<file path="config.mk">
export PLATFORM = sky130hd
export DESIGN_NAME = usb_ahb_slave
export DESIGN_NICKNAME = d
export VERILOG_FILES = /design/src/usb_ahb_pkg.sv /design/src/ahb_decode.sv /design/src/rx_fetch.sv /design/src/endpoint_regs.sv /design/src/read_return.sv /design/src/usb_ahb_slave.sv
export VERILOG_INCLUDE_DIRS = /design/src /design/src/include
export SDC_FILE = /design/constraint.sdc
export NUM_CORES = 1
export LEC_CHECK = 0
export BUFFER_PORTS_ARGS = -buffer_cell sky130_fd_sc_hd__buf_4
export CORE_AREA = 5 5 100 102
export CTS_CLUSTER_SIZE = 16
export DETAILED_ROUTE_END_ITERATION = 16
export DIE_AREA = 0 0 105 107
export PLACE_DENSITY = 0.83
export SYNTH_ARGS = -nofsm -noshare
export SYNTH_HDL_FRONTEND = slang
export SYNTH_HIERARCHICAL = 1
export SYNTH_SLANG_ARGS = --single-unit
</file>
<file path="constraint.sdc">
create_clock -name clk -period 6 [get_ports clk]
set_input_delay 0 -clock clk [delete_from_list [all_inputs] [get_ports clk]]
set_output_delay 0 -clock clk [all_outputs]
set_load 0.005 [all_outputs]
</file>
<file path="src/include/usb_ahb_regs.svh">
// ~~~~~~~~~~~~~~~~~~~~~~~~~~~~~~~~~~~~~~~~~~~~~~~~~~~~~~~~~~~~
// usb endpoint register map
// register addresses, status and error bit positions
// and the usb packet id codes
// ~~~~~~~~~~~~~~~~~~~~~~~~~~~~~~~~~~~~~~~~~~~~~~~~~~~~~~~~~~~~
`ifndef USB_AHB_REGS_SVH
`define USB_AHB_REGS_SVH

// register addresses, data window spans 0 to 3
localparam logic [3:0] REG_ADDR_DATA      = 4'd0;
localparam logic [3:0] REG_ADDR_STATUS    = 4'd4;
localparam logic [3:0] REG_ADDR_ERROR     = 4'd6;
localparam logic [3:0] REG_ADDR_OCCUPANCY = 4'd8;
localparam logic [3:0] REG_ADDR_TX_PACKET = 4'd12;
localparam logic [3:0] REG_ADDR_FLUSH     = 4'd13;

// status register bits
localparam int STAT_BIT_RX_READY  = 0;
localparam int STAT_BIT_IN        = 1;
localparam int STAT_BIT_OUT       = 2;
localparam int STAT_BIT_ACK       = 3;
localparam int STAT_BIT_NAK       = 4;
localparam int STAT_BIT_RX_ACTIVE = 8;
localparam int STAT_BIT_TX_ACTIVE = 9;

// error register bits
localparam int ERR_BIT_RX = 0;
localparam int ERR_BIT_TX = 8;

// packet id codes as sent on the wire
localparam logic [3:0] PID_CODE_OUT   = 4'b0001;
localparam logic [3:0] PID_CODE_IN    = 4'b1001;
localparam logic [3:0] PID_CODE_DATA0 = 4'b0011;
localparam logic [3:0] PID_CODE_ACK   = 4'b0010;
localparam logic [3:0] PID_CODE_NAK   = 4'b1010;
localparam logic [3:0] PID_CODE_STALL = 4'b1110;

`endif

</file>
<file path="src/usb_ahb_pkg.sv">
// ~~~~~~~~~~~~~~~~~~~~~~~~~~~~~~~~~~~~~~~~~~~~~~~~~~~~~~~~~~~~
// usb ahb slave package
// bus widths, bus and state enums, decoded access and
// usb status structs
// ~~~~~~~~~~~~~~~~~~~~~~~~~~~~~~~~~~~~~~~~~~~~~~~~~~~~~~~~~~~~
package usb_ahb_pkg;

    `include "usb_ahb_regs.svh"

    localparam int DATA_W = 32;
    localparam int ADDR_W = 4;

    // ahb transfer type, only NONSEQ starts a transfer here
    typedef enum logic [1:0] {
        HTRANS_IDLE   = 2'b00,
        HTRANS_BUSY   = 2'b01,
        HTRANS_NONSEQ = 2'b10,
        HTRANS_SEQ    = 2'b11
    } htrans_t;

    typedef enum logic [1:0] {
        HSIZE_BYTE = 2'b00,
        HSIZE_HALF = 2'b01,
        HSIZE_WORD = 2'b10,
        HSIZE_BAD  = 2'b11
    } hsize_t;

    // addressed register
    typedef enum logic [2:0] {
        SEL_NONE,
        SEL_RX_DATA,
        SEL_STATUS,
        SEL_ERROR,
        SEL_OCCUPANCY,
        SEL_TX_PACKET,
        SEL_FLUSH
    } reg_sel_t;

    typedef enum logic [3:0] {
        PID_NONE  = 4'b0000,
        PID_OUT   = PID_CODE_OUT,
        PID_IN    = PID_CODE_IN,
        PID_DATA0 = PID_CODE_DATA0,
        PID_ACK   = PID_CODE_ACK,
        PID_NAK   = PID_CODE_NAK,
        PID_STALL = PID_CODE_STALL
    } pid_t;

    typedef enum logic [2:0] {
        FETCH_IDLE,
        FETCH_RD1,
        FETCH_RD2,
        FETCH_RD3,
        FETCH_RD4
    } fetch_state_t;

    // one decoded bus access
    typedef struct packed {
        logic       valid;
        logic       write;
        logic       err;
        reg_sel_t   sel;
        hsize_t     size;
        logic [1:0] lane;
    } ahb_access_t;

    // protocol side inputs
    typedef struct packed {
        logic rx_data_ready;
        pid_t rx_packet;
        logic rx_transfer_active;
        logic rx_error;
        logic tx_transfer_active;
        logic tx_error;
    } usb_status_t;

endpackage

</file>
<file path="src/ahb_decode.sv">
// ~~~~~~~~~~~~~~~~~~~~~~~~~~~~~~~~~~~~~~~~~~~~~~~~~~~~~~~~~~~~
// ahb address phase decode
// maps the address to a register, checks size, alignment
// and direction, and holds the access for the data phase
// ~~~~~~~~~~~~~~~~~~~~~~~~~~~~~~~~~~~~~~~~~~~~~~~~~~~~~~~~~~~~
`timescale 1ns/1ps

module ahb_decode
(
    input  logic                           clk,
    input  logic                           n_rst,
    input  logic                           hsel,
    input  logic                           hwrite,
    input  usb_ahb_pkg::htrans_t           htrans,
    input  usb_ahb_pkg::hsize_t            hsize,
    input  logic [usb_ahb_pkg::ADDR_W-1:0] haddr,
    input  logic                           hready,
    output usb_ahb_pkg::ahb_access_t       addr_acc,
    output usb_ahb_pkg::ahb_access_t       data_acc
);
    import usb_ahb_pkg::*;

    reg_sel_t          sel;
    logic [ADDR_W-1:0] pair_addr;
    logic              aligned;
    logic              write_ok;

    // register map, status and error are halfword pairs
    always_comb
    begin
        pair_addr = {haddr[ADDR_W-1:1], 1'b0};
        if (haddr < REG_ADDR_STATUS)
            sel = SEL_RX_DATA;
        else if (pair_addr == REG_ADDR_STATUS)
            sel = SEL_STATUS;
        else if (pair_addr == REG_ADDR_ERROR)
            sel = SEL_ERROR;
        else if (haddr == REG_ADDR_OCCUPANCY)
            sel = SEL_OCCUPANCY;
        else if (haddr == REG_ADDR_TX_PACKET)
            sel = SEL_TX_PACKET;
        else if (haddr == REG_ADDR_FLUSH)
            sel = SEL_FLUSH;
        else
            sel = SEL_NONE;
    end

    // halfwords only at 0, 2, 4, 6 and words only at 0
    always_comb
    begin
        case (hsize)
            HSIZE_BYTE:
                aligned = 1'b1;
            HSIZE_HALF:
                aligned = !haddr[0] && ((sel == SEL_RX_DATA) || (sel == SEL_STATUS)
                                        || (sel == SEL_ERROR));
            HSIZE_WORD:
                aligned = (haddr == REG_ADDR_DATA);
            default:
                aligned = 1'b0;
        endcase
    end

    // only the packet and flush controls are writable
    assign write_ok = !hwrite || (sel == SEL_TX_PACKET) || (sel == SEL_FLUSH);

    always_comb
    begin
        addr_acc.valid = hsel && (htrans == HTRANS_NONSEQ) && hready;
        addr_acc.write = hwrite;
        addr_acc.err   = (sel == SEL_NONE) || !aligned || !write_ok;
        addr_acc.sel   = sel;
        addr_acc.size  = hsize;
        addr_acc.lane  = haddr[1:0];
    end

    // data phase copy, empty when no transfer was accepted
    always_ff @(posedge clk, negedge n_rst)
    begin
        if (!n_rst)
            data_acc <= '0;
        else if (addr_acc.valid)
            data_acc <= addr_acc;
        else
            data_acc <= '0;
    end

endmodule

</file>
<file path="src/rx_fetch.sv">
// ~~~~~~~~~~~~~~~~~~~~~~~~~~~~~~~~~~~~~~~~~~~~~~~~~~~~~~~~~~~~
// receive fifo byte fetch
// pulls one, two or four bytes, one per cycle, and packs
// them upward from the low byte lane
// ~~~~~~~~~~~~~~~~~~~~~~~~~~~~~~~~~~~~~~~~~~~~~~~~~~~~~~~~~~~~
`timescale 1ns/1ps

module rx_fetch
(
    input  logic                           clk,
    input  logic                           n_rst,
    input  usb_ahb_pkg::ahb_access_t       addr_acc,
    input  logic [7:0]                     rx_data,
    output logic                           get_rx_data,
    output logic                           busy,
    output logic [usb_ahb_pkg::DATA_W-1:0] rx_word
);
    import usb_ahb_pkg::*;

    fetch_state_t      state;
    fetch_state_t      next_state;
    logic [2:0]        bytes_left;
    logic [2:0]        next_bytes_left;
    logic [DATA_W-1:0] word_q;
    logic              start;

    assign start = addr_acc.valid && !addr_acc.err && !addr_acc.write
                   && (addr_acc.sel == SEL_RX_DATA);

    always_comb
    begin
        next_state      = state;
        next_bytes_left = bytes_left;
        case (state)
            FETCH_IDLE:
            begin
                if (start)
                begin
                    next_state = FETCH_RD1;
                    case (addr_acc.size)
                        HSIZE_HALF: next_bytes_left = 3'd2;
                        HSIZE_WORD: next_bytes_left = 3'd4;
                        default:    next_bytes_left = 3'd1;
                    endcase
                end
            end
            FETCH_RD1:
                next_state = (bytes_left == 3'd1) ? FETCH_IDLE : FETCH_RD2;
            FETCH_RD2:
                next_state = (bytes_left == 3'd1) ? FETCH_IDLE : FETCH_RD3;
            FETCH_RD3:
                next_state = FETCH_RD4;
            default:
                next_state = FETCH_IDLE;
        endcase
        if (state != FETCH_IDLE)
            next_bytes_left = bytes_left - 3'd1;
    end

    always_ff @(posedge clk, negedge n_rst)
    begin
        if (!n_rst)
        begin
            state      <= FETCH_IDLE;
            bytes_left <= '0;
        end
        else
        begin
            state      <= next_state;
            bytes_left <= next_bytes_left;
        end
    end

    // current byte merged into its lane
    always_comb
    begin
        rx_word = word_q;
        case (state)
            FETCH_RD1: rx_word[7:0]   = rx_data;
            FETCH_RD2: rx_word[15:8]  = rx_data;
            FETCH_RD3: rx_word[23:16] = rx_data;
            FETCH_RD4: rx_word[31:24] = rx_data;
            default:   rx_word = word_q;
        endcase
    end

    always_ff @(posedge clk)
    begin
        if (start)
            word_q <= '0;
        else if (busy)
            word_q <= rx_word;
    end

    assign busy        = (state != FETCH_IDLE);
    assign get_rx_data = busy;

endmodule

</file>
<file path="src/endpoint_regs.sv">
// ~~~~~~~~~~~~~~~~~~~~~~~~~~~~~~~~~~~~~~~~~~~~~~~~~~~~~~~~~~~~
// endpoint registers
// sampled status, error and occupancy, tx packet and flush
// controls, and register read data on its byte lane
// ~~~~~~~~~~~~~~~~~~~~~~~~~~~~~~~~~~~~~~~~~~~~~~~~~~~~~~~~~~~~
`timescale 1ns/1ps

module endpoint_regs
#(
    parameter int OCC_W = 7
)
(
    input  logic                           clk,
    input  logic                           n_rst,
    input  usb_ahb_pkg::ahb_access_t       addr_acc,
    input  usb_ahb_pkg::ahb_access_t       data_acc,
    input  logic [usb_ahb_pkg::DATA_W-1:0] hwdata,
    input  usb_ahb_pkg::usb_status_t       status_in,
    input  logic [OCC_W-1:0]               buffer_occupancy,
    output logic [usb_ahb_pkg::DATA_W-1:0] reg_rdata,
    output usb_ahb_pkg::pid_t              tx_packet,
    output logic                           clear,
    output logic                           d_mode
);
    import usb_ahb_pkg::*;

    logic [15:0]      status_word;
    logic [15:0]      status_q;
    logic [15:0]      error_word;
    logic [15:0]      error_q;
    logic [OCC_W-1:0] occ_q;
    pid_t             tx_pid_q;
    pid_t             tx_pid_enc;
    logic             flush_q;
    logic             tx_fall;
    logic             wr_tx_packet;
    logic             wr_flush;
    logic [15:0]      half;

    always_comb
    begin
        status_word = '0;
        status_word[STAT_BIT_RX_READY]  = status_in.rx_data_ready;
        status_word[STAT_BIT_IN]        = (status_in.rx_packet == PID_IN);
        status_word[STAT_BIT_OUT]       = (status_in.rx_packet == PID_OUT);
        status_word[STAT_BIT_ACK]       = (status_in.rx_packet == PID_ACK);
        status_word[STAT_BIT_NAK]       = (status_in.rx_packet == PID_NAK);
        status_word[STAT_BIT_RX_ACTIVE] = status_in.rx_transfer_active;
        status_word[STAT_BIT_TX_ACTIVE] = status_in.tx_transfer_active;
        error_word = '0;
        error_word[ERR_BIT_RX] = status_in.rx_error;
        error_word[ERR_BIT_TX] = status_in.tx_error;
    end

    // sampled status holds last cycle's tx active
    assign tx_fall = status_q[STAT_BIT_TX_ACTIVE] && !status_in.tx_transfer_active;

    // command code to packet id
    always_comb
    begin
        case (hwdata)
            DATA_W'(1): tx_pid_enc = PID_DATA0;
            DATA_W'(2): tx_pid_enc = PID_ACK;
            DATA_W'(3): tx_pid_enc = PID_NAK;
            DATA_W'(4): tx_pid_enc = PID_STALL;
            default:    tx_pid_enc = PID_NONE;
        endcase
    end

    assign wr_tx_packet = data_acc.valid && !data_acc.err && data_acc.write
                          && (data_acc.sel == SEL_TX_PACKET);
    assign wr_flush     = data_acc.valid && !data_acc.err && data_acc.write
                          && (data_acc.sel == SEL_FLUSH);

    always_ff @(posedge clk, negedge n_rst)
    begin
        if (!n_rst)
        begin
            status_q <= '0;
            error_q  <= '0;
            occ_q    <= '0;
            tx_pid_q <= PID_NONE;
            flush_q  <= 1'b0;
        end
        else
        begin
            status_q <= status_word;
            error_q  <= error_word;
            occ_q    <= buffer_occupancy;
            // end of transmission clears the packet
            if (tx_fall)
                tx_pid_q <= PID_NONE;
            else if (wr_tx_packet)
                tx_pid_q <= tx_pid_enc;
            // flush ends once the buffer is empty
            if (buffer_occupancy == '0)
                flush_q <= 1'b0;
            else if (wr_flush)
                flush_q <= hwdata[0];
        end
    end

    // odd byte goes to 15:8, even byte to 7:0
    always_comb
    begin
        half = '0;
        case (addr_acc.sel)
            SEL_STATUS:               half = status_q;
            SEL_ERROR:                half = error_q;
            SEL_OCCUPANCY:            half[OCC_W-1:0] = occ_q;
            SEL_TX_PACKET, SEL_FLUSH: half = {7'd0, flush_q, 4'd0, tx_pid_q};
            default:                  half = '0;
        endcase
        reg_rdata = '0;
        if (addr_acc.size == HSIZE_HALF)
            reg_rdata[15:0] = half;
        else if (addr_acc.lane[0])
            reg_rdata[15:8] = half[15:8];
        else
            reg_rdata[7:0] = half[7:0];
    end

    assign tx_packet = tx_pid_q;
    assign clear     = flush_q;
    assign d_mode    = !status_in.rx_transfer_active;

endmodule

</file>
<file path="src/read_return.sv">
// ~~~~~~~~~~~~~~~~~~~~~~~~~~~~~~~~~~~~~~~~~~~~~~~~~~~~~~~~~~~~
// ahb read return and response
// registers hrdata, stretches the data phase during a fetch
// and drives the two cycle error response
// ~~~~~~~~~~~~~~~~~~~~~~~~~~~~~~~~~~~~~~~~~~~~~~~~~~~~~~~~~~~~
`timescale 1ns/1ps

module read_return
(
    input  logic                           clk,
    input  logic                           n_rst,
    input  usb_ahb_pkg::ahb_access_t       addr_acc,
    input  usb_ahb_pkg::ahb_access_t       data_acc,
    input  logic                           busy,
    input  logic [usb_ahb_pkg::DATA_W-1:0] rx_word,
    input  logic [usb_ahb_pkg::DATA_W-1:0] reg_rdata,
    output logic [usb_ahb_pkg::DATA_W-1:0] hrdata,
    output logic                           hready,
    output logic                           hresp
);
    import usb_ahb_pkg::*;

    logic reg_read;
    logic err_first;
    logic err_second;

    // register reads complete in one data cycle
    assign reg_read = addr_acc.valid && !addr_acc.err && !addr_acc.write
                      && (addr_acc.sel != SEL_RX_DATA);

    // first error cycle is the data phase of a failed access
    assign err_first = data_acc.valid && data_acc.err;

    always_ff @(posedge clk, negedge n_rst)
    begin
        if (!n_rst)
        begin
            hrdata     <= '0;
            err_second <= 1'b0;
        end
        else
        begin
            err_second <= err_first;
            if (reg_read)
                hrdata <= reg_rdata;
            // last fetch cycle leaves the complete word
            else if (busy)
                hrdata <= rx_word;
        end
    end

    assign hready = !(busy || err_first);
    assign hresp  = err_first || err_second;

endmodule

</file>
<file path="src/usb_ahb_slave.sv">
// ~~~~~~~~~~~~~~~~~~~~~~~~~~~~~~~~~~~~~~~~~~~~~~~~~~~~~~~~~~~~
// usb endpoint ahb-lite slave
// register front end: decode, rx fetch, endpoint registers
// and read return
// ~~~~~~~~~~~~~~~~~~~~~~~~~~~~~~~~~~~~~~~~~~~~~~~~~~~~~~~~~~~~
`timescale 1ns/1ps

module usb_ahb_slave
#(
    parameter int OCC_W = 7
)
(
    input  logic                           clk,
    input  logic                           n_rst,
    input  logic                           hsel,
    input  logic                           hwrite,
    input  usb_ahb_pkg::htrans_t           htrans,
    input  usb_ahb_pkg::hsize_t            hsize,
    input  logic [usb_ahb_pkg::ADDR_W-1:0] haddr,
    input  logic [usb_ahb_pkg::DATA_W-1:0] hwdata,
    output logic [usb_ahb_pkg::DATA_W-1:0] hrdata,
    output logic                           hready,
    output logic                           hresp,
    input  usb_ahb_pkg::usb_status_t       status_in,
    input  logic [7:0]                     rx_data,
    input  logic [OCC_W-1:0]               buffer_occupancy,
    output logic                           get_rx_data,
    output usb_ahb_pkg::pid_t              tx_packet,
    output logic                           clear,
    output logic                           d_mode
);
    import usb_ahb_pkg::*;

    ahb_access_t       addr_acc;
    ahb_access_t       data_acc;
    logic              busy;
    logic [DATA_W-1:0] rx_word;
    logic [DATA_W-1:0] reg_rdata;

    ahb_decode u_decode (
        .clk      (clk),
        .n_rst    (n_rst),
        .hsel     (hsel),
        .hwrite   (hwrite),
        .htrans   (htrans),
        .hsize    (hsize),
        .haddr    (haddr),
        .hready   (hready),
        .addr_acc (addr_acc),
        .data_acc (data_acc)
    );

    rx_fetch u_fetch (
        .clk         (clk),
        .n_rst       (n_rst),
        .addr_acc    (addr_acc),
        .rx_data     (rx_data),
        .get_rx_data (get_rx_data),
        .busy        (busy),
        .rx_word     (rx_word)
    );

    endpoint_regs #(
        .OCC_W (OCC_W)
    ) u_regs (
        .clk              (clk),
        .n_rst            (n_rst),
        .addr_acc         (addr_acc),
        .data_acc         (data_acc),
        .hwdata           (hwdata),
        .status_in        (status_in),
        .buffer_occupancy (buffer_occupancy),
        .reg_rdata        (reg_rdata),
        .tx_packet        (tx_packet),
        .clear            (clear),
        .d_mode           (d_mode)
    );

    read_return u_return (
        .clk       (clk),
        .n_rst     (n_rst),
        .addr_acc  (addr_acc),
        .data_acc  (data_acc),
        .busy      (busy),
        .rx_word   (rx_word),
        .reg_rdata (reg_rdata),
        .hrdata    (hrdata),
        .hready    (hready),
        .hresp     (hresp)
    );

endmodule

</file>
== After elaboration in Yosys (flattened, before gate mapping) ==
Index checks and enable logic that the tools add are counted.

* Flip-flop bits (word level): 98
* Bits of input ports: 68

* $add $sub $neg: 1
* Order comparisons: 1
* Equality and inequality tests: 31
* Muxes and demuxes: 32
* Reductions and logical operators: 43

{| class="wikitable"
|+ Operator list
! cell !! count
|-
| 32-bit by 2-bit == test with 1-bit output (second input constant) || 2
|-
| 32-bit two-way mux || 2
|-
| 8-bit two-way mux || 5
|-
| 32-bit by 1-bit == test with 1-bit output (second input constant) || 1
|-
| 32-bit by 3-bit == test with 1-bit output (second input constant) || 1
|-
| 3-bit two-way mux || 10
|-
| 7-bit case mux with 4 select lines || 1
|-
| 4-bit == test (second input constant) || 5
|-
| 3-bit by 2-bit == test with 1-bit output (second input constant) || 6
|-
| 3-bit == test (second input constant) || 6
|-
| 16-bit two-way mux || 1
|-
| 4-bit case mux with 4 select lines || 1
|-
| 1-bit logical AND || 13
|-
| 3-bit case mux with 4 select lines || 1
|-
| 10-bit two-way mux || 1
|-
| 2-bit nonzero test || 5
|-
| 3-bit by 1-bit == test with 1-bit output (second input constant) || 3
|-
| 1-bit zero test || 9
|-
| 3-bit case mux with 3 select lines || 1
|-
| 1-bit logical OR || 8
|-
| 4-bit two-way mux || 2
|-
| 7-bit zero test || 1
|-
| 3-bit zero test || 2
|-
| 2-bit two-way mux || 3
|-
| 16 further kinds || 18
|}

== Logic depth before layout (Yosys ltp) ==
* Depth in word-level cells: 22
* Depth in mapped cells: 11
* Gate-level depth less buffers: 8

== Hierarchy ==
Netlist, hierarchy kept.

{| class="wikitable"
|+ By module, submodules not included
! module !! instances !! cells an instance !! area each (µm²)
|-
| read_return || 1 || 110 || 1,806.7
|-
| rx_fetch || 1 || 143 || 1,647.8
|-
| endpoint_regs || 1 || 127 || 1,262.5
|-
| ahb_decode || 1 || 41 || 447.9
|}

== Worst setup path before layout ==
No wires, ideal clock.

* Kind: flip-flop to flip-flop
* Start: register u_fetch.state[1]
* End: register u_fetch.bytes_left[0]
* Arrival: 2.688 ns
* Data required time: 5.870 ns
* Path slack: 3.182 ns
* Cell stages (with the launch flop): 11
* Path through: dfrtp_1 -> nor3_1 -> inv_1 -> buf_2 -> buf_6 -> nor2_1 -> nand4b_1 -> inv_1 -> or4b_2 -> o31ai_1 -> mux2i_1

{| class="wikitable"
|+ RTL lines
! element !! RTL line !! RTL
|-
| from (decl) || rx_fetch.sv:20 || <nowiki>fetch_state_t state;</nowiki>
|-
| from (signal assigned) || rx_fetch.sv:69 || <nowiki>state <= next_state;</nowiki>
|-
| to (signal assigned) || rx_fetch.sv:70 || <nowiki>bytes_left <= next_bytes_left;</nowiki>
|-
| to (decl) || rx_fetch.sv:22 || <nowiki>logic [2:0] bytes_left;</nowiki>
|}

==> reports/metrics.csv <==
stage;metric;value;unit
finish;area_delta_synth_final;23.9;%
power_and_ir_drop;intPower;0.00194;W
placed_design;place_inst;614;
grt;grt-ovfl-total;0;
critical_path;startpoint;u_fetch/state[1];
clock_tree;cts_max_path_buffers;2;
hold_path;hp-start;hsize[0];
timing;rsz0062_at_grt;false;
timing;fin_skew;0.0109;ns
synth;syn_inst;412;
die;core-area;9020;um2
drt;drcViolationCount;0;
clock_tree;cts_root_buf;clkbuf_8;
die;start_util;55.8;%
critical_path;startpoint_type;register;
critical_path;end_kind;register;
timing;setup_tns;0;ns
grt;grt_pass1_wl;18.2;mm
power_and_ir_drop;power_density;435;nW/um2
finish;drive_gt1_share;43.6;%
die;die_y;107;um
clock_tree;cts_tree;done;
clock_tree;cts_hold_buf;29;
timing;tightest_slew;0.864;ns
critical_path;cp.arrival;3.24;ns
power_and_ir_drop;power_switching;0.000769;W
die;num_rows;35;
drt;wire_per_inst;16.7;um
synth;yosys_warnings;6;
outcome;outcome;complete, no violations;
critical_path;crit_family;simple AND/OR/NAND/NOR gates;
flow_run;drv_cap;0;
power_and_ir_drop;fin_total_pwr;0.00271;W
timing;fmax;333;MHz
synth;avgSynthCellArea;12.2;um2
placed_design;hpwlAfterDp;7.67;mm
critical_path;path_cells;nor3_1, inv_1, nor2_1, nand4b_1, inv_1, nor4b_2, nand2_1, and2_1;
grt;grt_max_degree;67;
timing;fin_ws;3.00;ns
drt;wl;11.0;mm
placed_design;dp_slack;3.01;ns
drt;drt_iter0_markers;95;
critical_path;r2r-start;u_fetch/state[1];
power_and_ir_drop;combPwrFrac;46.5;%
power_and_ir_drop;vdd_drop_max;0.186;mV
hold_path;hp-class;primary input to register;
critical_path;path_common_cell;inv_1;
die;die_w;105;um
drt;firstDrtPassIters;4;
clock_tree;cts_setup_buffers;0;
drt;vias_per_cell;5.26;
clock_tree;clock_latency;0.35;ns
drt;via_count;3466;
critical_path;path_max_fanout;32;
clock_tree;cts_resized;0;
critical_path;cp_num_buf_inv;2;
power_and_ir_drop;leakage;2.94;nW
clock_tree;cts_max_level;3;
critical_path;crit_type;register to register;
timing;period_minus_slack;3.00;ns
timing;finalSetupViolations;0;
grt;grt_use_total;20.1;%
power_and_ir_drop;p_clk_share;15.4;%
drt;ant_nets;0;
placed_design;place_congestion;0.796;
placed_design;port_buffers;108;
die;dieArea;11200;um2
die;ios;109;
power_and_ir_drop;seqPwrFrac;38.1;%
grt;antenna_found_initial;0;
critical_path;critPathRequiredTime;6.24;ns
power_and_ir_drop;sw_frac_of_total;28.4;%
finish;num_antenna_cells;0;
clock_tree;cts_buffers;9;
grt;first_global_vias;3734;
timing;hold_violations;0;
finish;finalNonFillerCells;659;
clock_tree;cts.sinks;98;
timing;finalCritPeriodShare;50.0;%
critical_path;cp_slowest_cell;nand2_1;
synth;netlist_area;5030;um2
critical_path;slowest_delay;0.60;ns
finish;nets;615;
clock_tree;clk_pin_slew;0.09;ns
timing;final_max_slew_viol_count;0;
timing;relSlewSlack;42.3;%
[through the flow]
stage          utilization, %  area [um2]  hold WS [ns]
3_5_place_dp             63.7        5750         0.114
4_1_cts                  69.1        6230        0.0183
2_1_floorplan               -        5120        -0.296
5_1_grt                  69.1        6230        0.0355
6_report                 69.1        6230        0.0466
3_3_place_gp             63.7        5750         0.112
[worst paths after layout]
path	endpoint	slack (ns)	cells after the start
max	u_fetch/word_q[2]	3.00	8
min	u_decode/data_acc[7]	0.05	3
max reg2reg	u_fetch/word_q[2]	3.00	8
min reg2reg	u_regs/tx_packet[0]	0.55	1
max in group asynchronous	u_return/hrdata[31]	5.15	2
min in group asynchronous	u_return/hrdata[18]	0.29	2
[state kept, by name (all words and copies together), names as in the netlist, 3 cells and up]
signal	count
u_decode/data_acc	6
u_fetch/word_q	32
u_fetch/bytes_left	3
u_fetch/state	3
u_regs/status_q	7
u_regs/tx_packet	4
u_regs/occ_q	7
u_return/hrdata	32
[power by group through the flow]
stage	combinational, W	clock, W	sequential, W
floorplan	0.000912	0	0.00103
global placement	0.00120	0	0.00103
detailed placement	0.00125	0	0.00105
CTS	0.00127	0.000429	0.00104
global route	0.00137	0.000453	0.00106
finish	0.00126	0.000416	0.00103
[cell type report]
cell class                 instances  area [um2]
tap                              111         139
clock inverter                     6        66.3
timing repair buffer             141        1130
multi-input combinational        278        2420
inverter                          15        56.3
fill                             649        2790
sequential                        98        2290
clock buffer                      10         128
[cells in the final DEF, fill, tap and decap left out, drive strengths merged, types with 3 or more instances in the layout]
cell type,instances
and2,35
conb,23
buf,112
dfrtp,66
ha,4
nand2,7
mux2,99
a21oi,8
mux2i,3
dlygate4sd3,29
nor2b,8
clkbuf,10
nor4b,4
o21ai,10
nor3b,5
nor2,9
nor3,6
nor4,10
clkinvlp,3
inv,16
nand3,7
dfxtp,32
a22oi,5
[tightest hold or removal path, stage by stage]
cell     delay, ns
buf_4         0.12
o32ai_2       0.09
a21oi_1       0.14
[layer usage]
metal | routed length (um) | up-vias | track usage (%) | share of wire [%]
met5 | 0 | - | 0 | 0
met4 | 135 | 0 | 5.02 | 1.2
met3 | 620 | 11 | 5.00 | 5.6
met2 | 5810 | 110 | 37.9 | 53
met1 | 4410 | 1676 | 22.6 | 40
li1 | - | 1669 | - | -
Note: power is estimated with default switching activity, not from simulation.
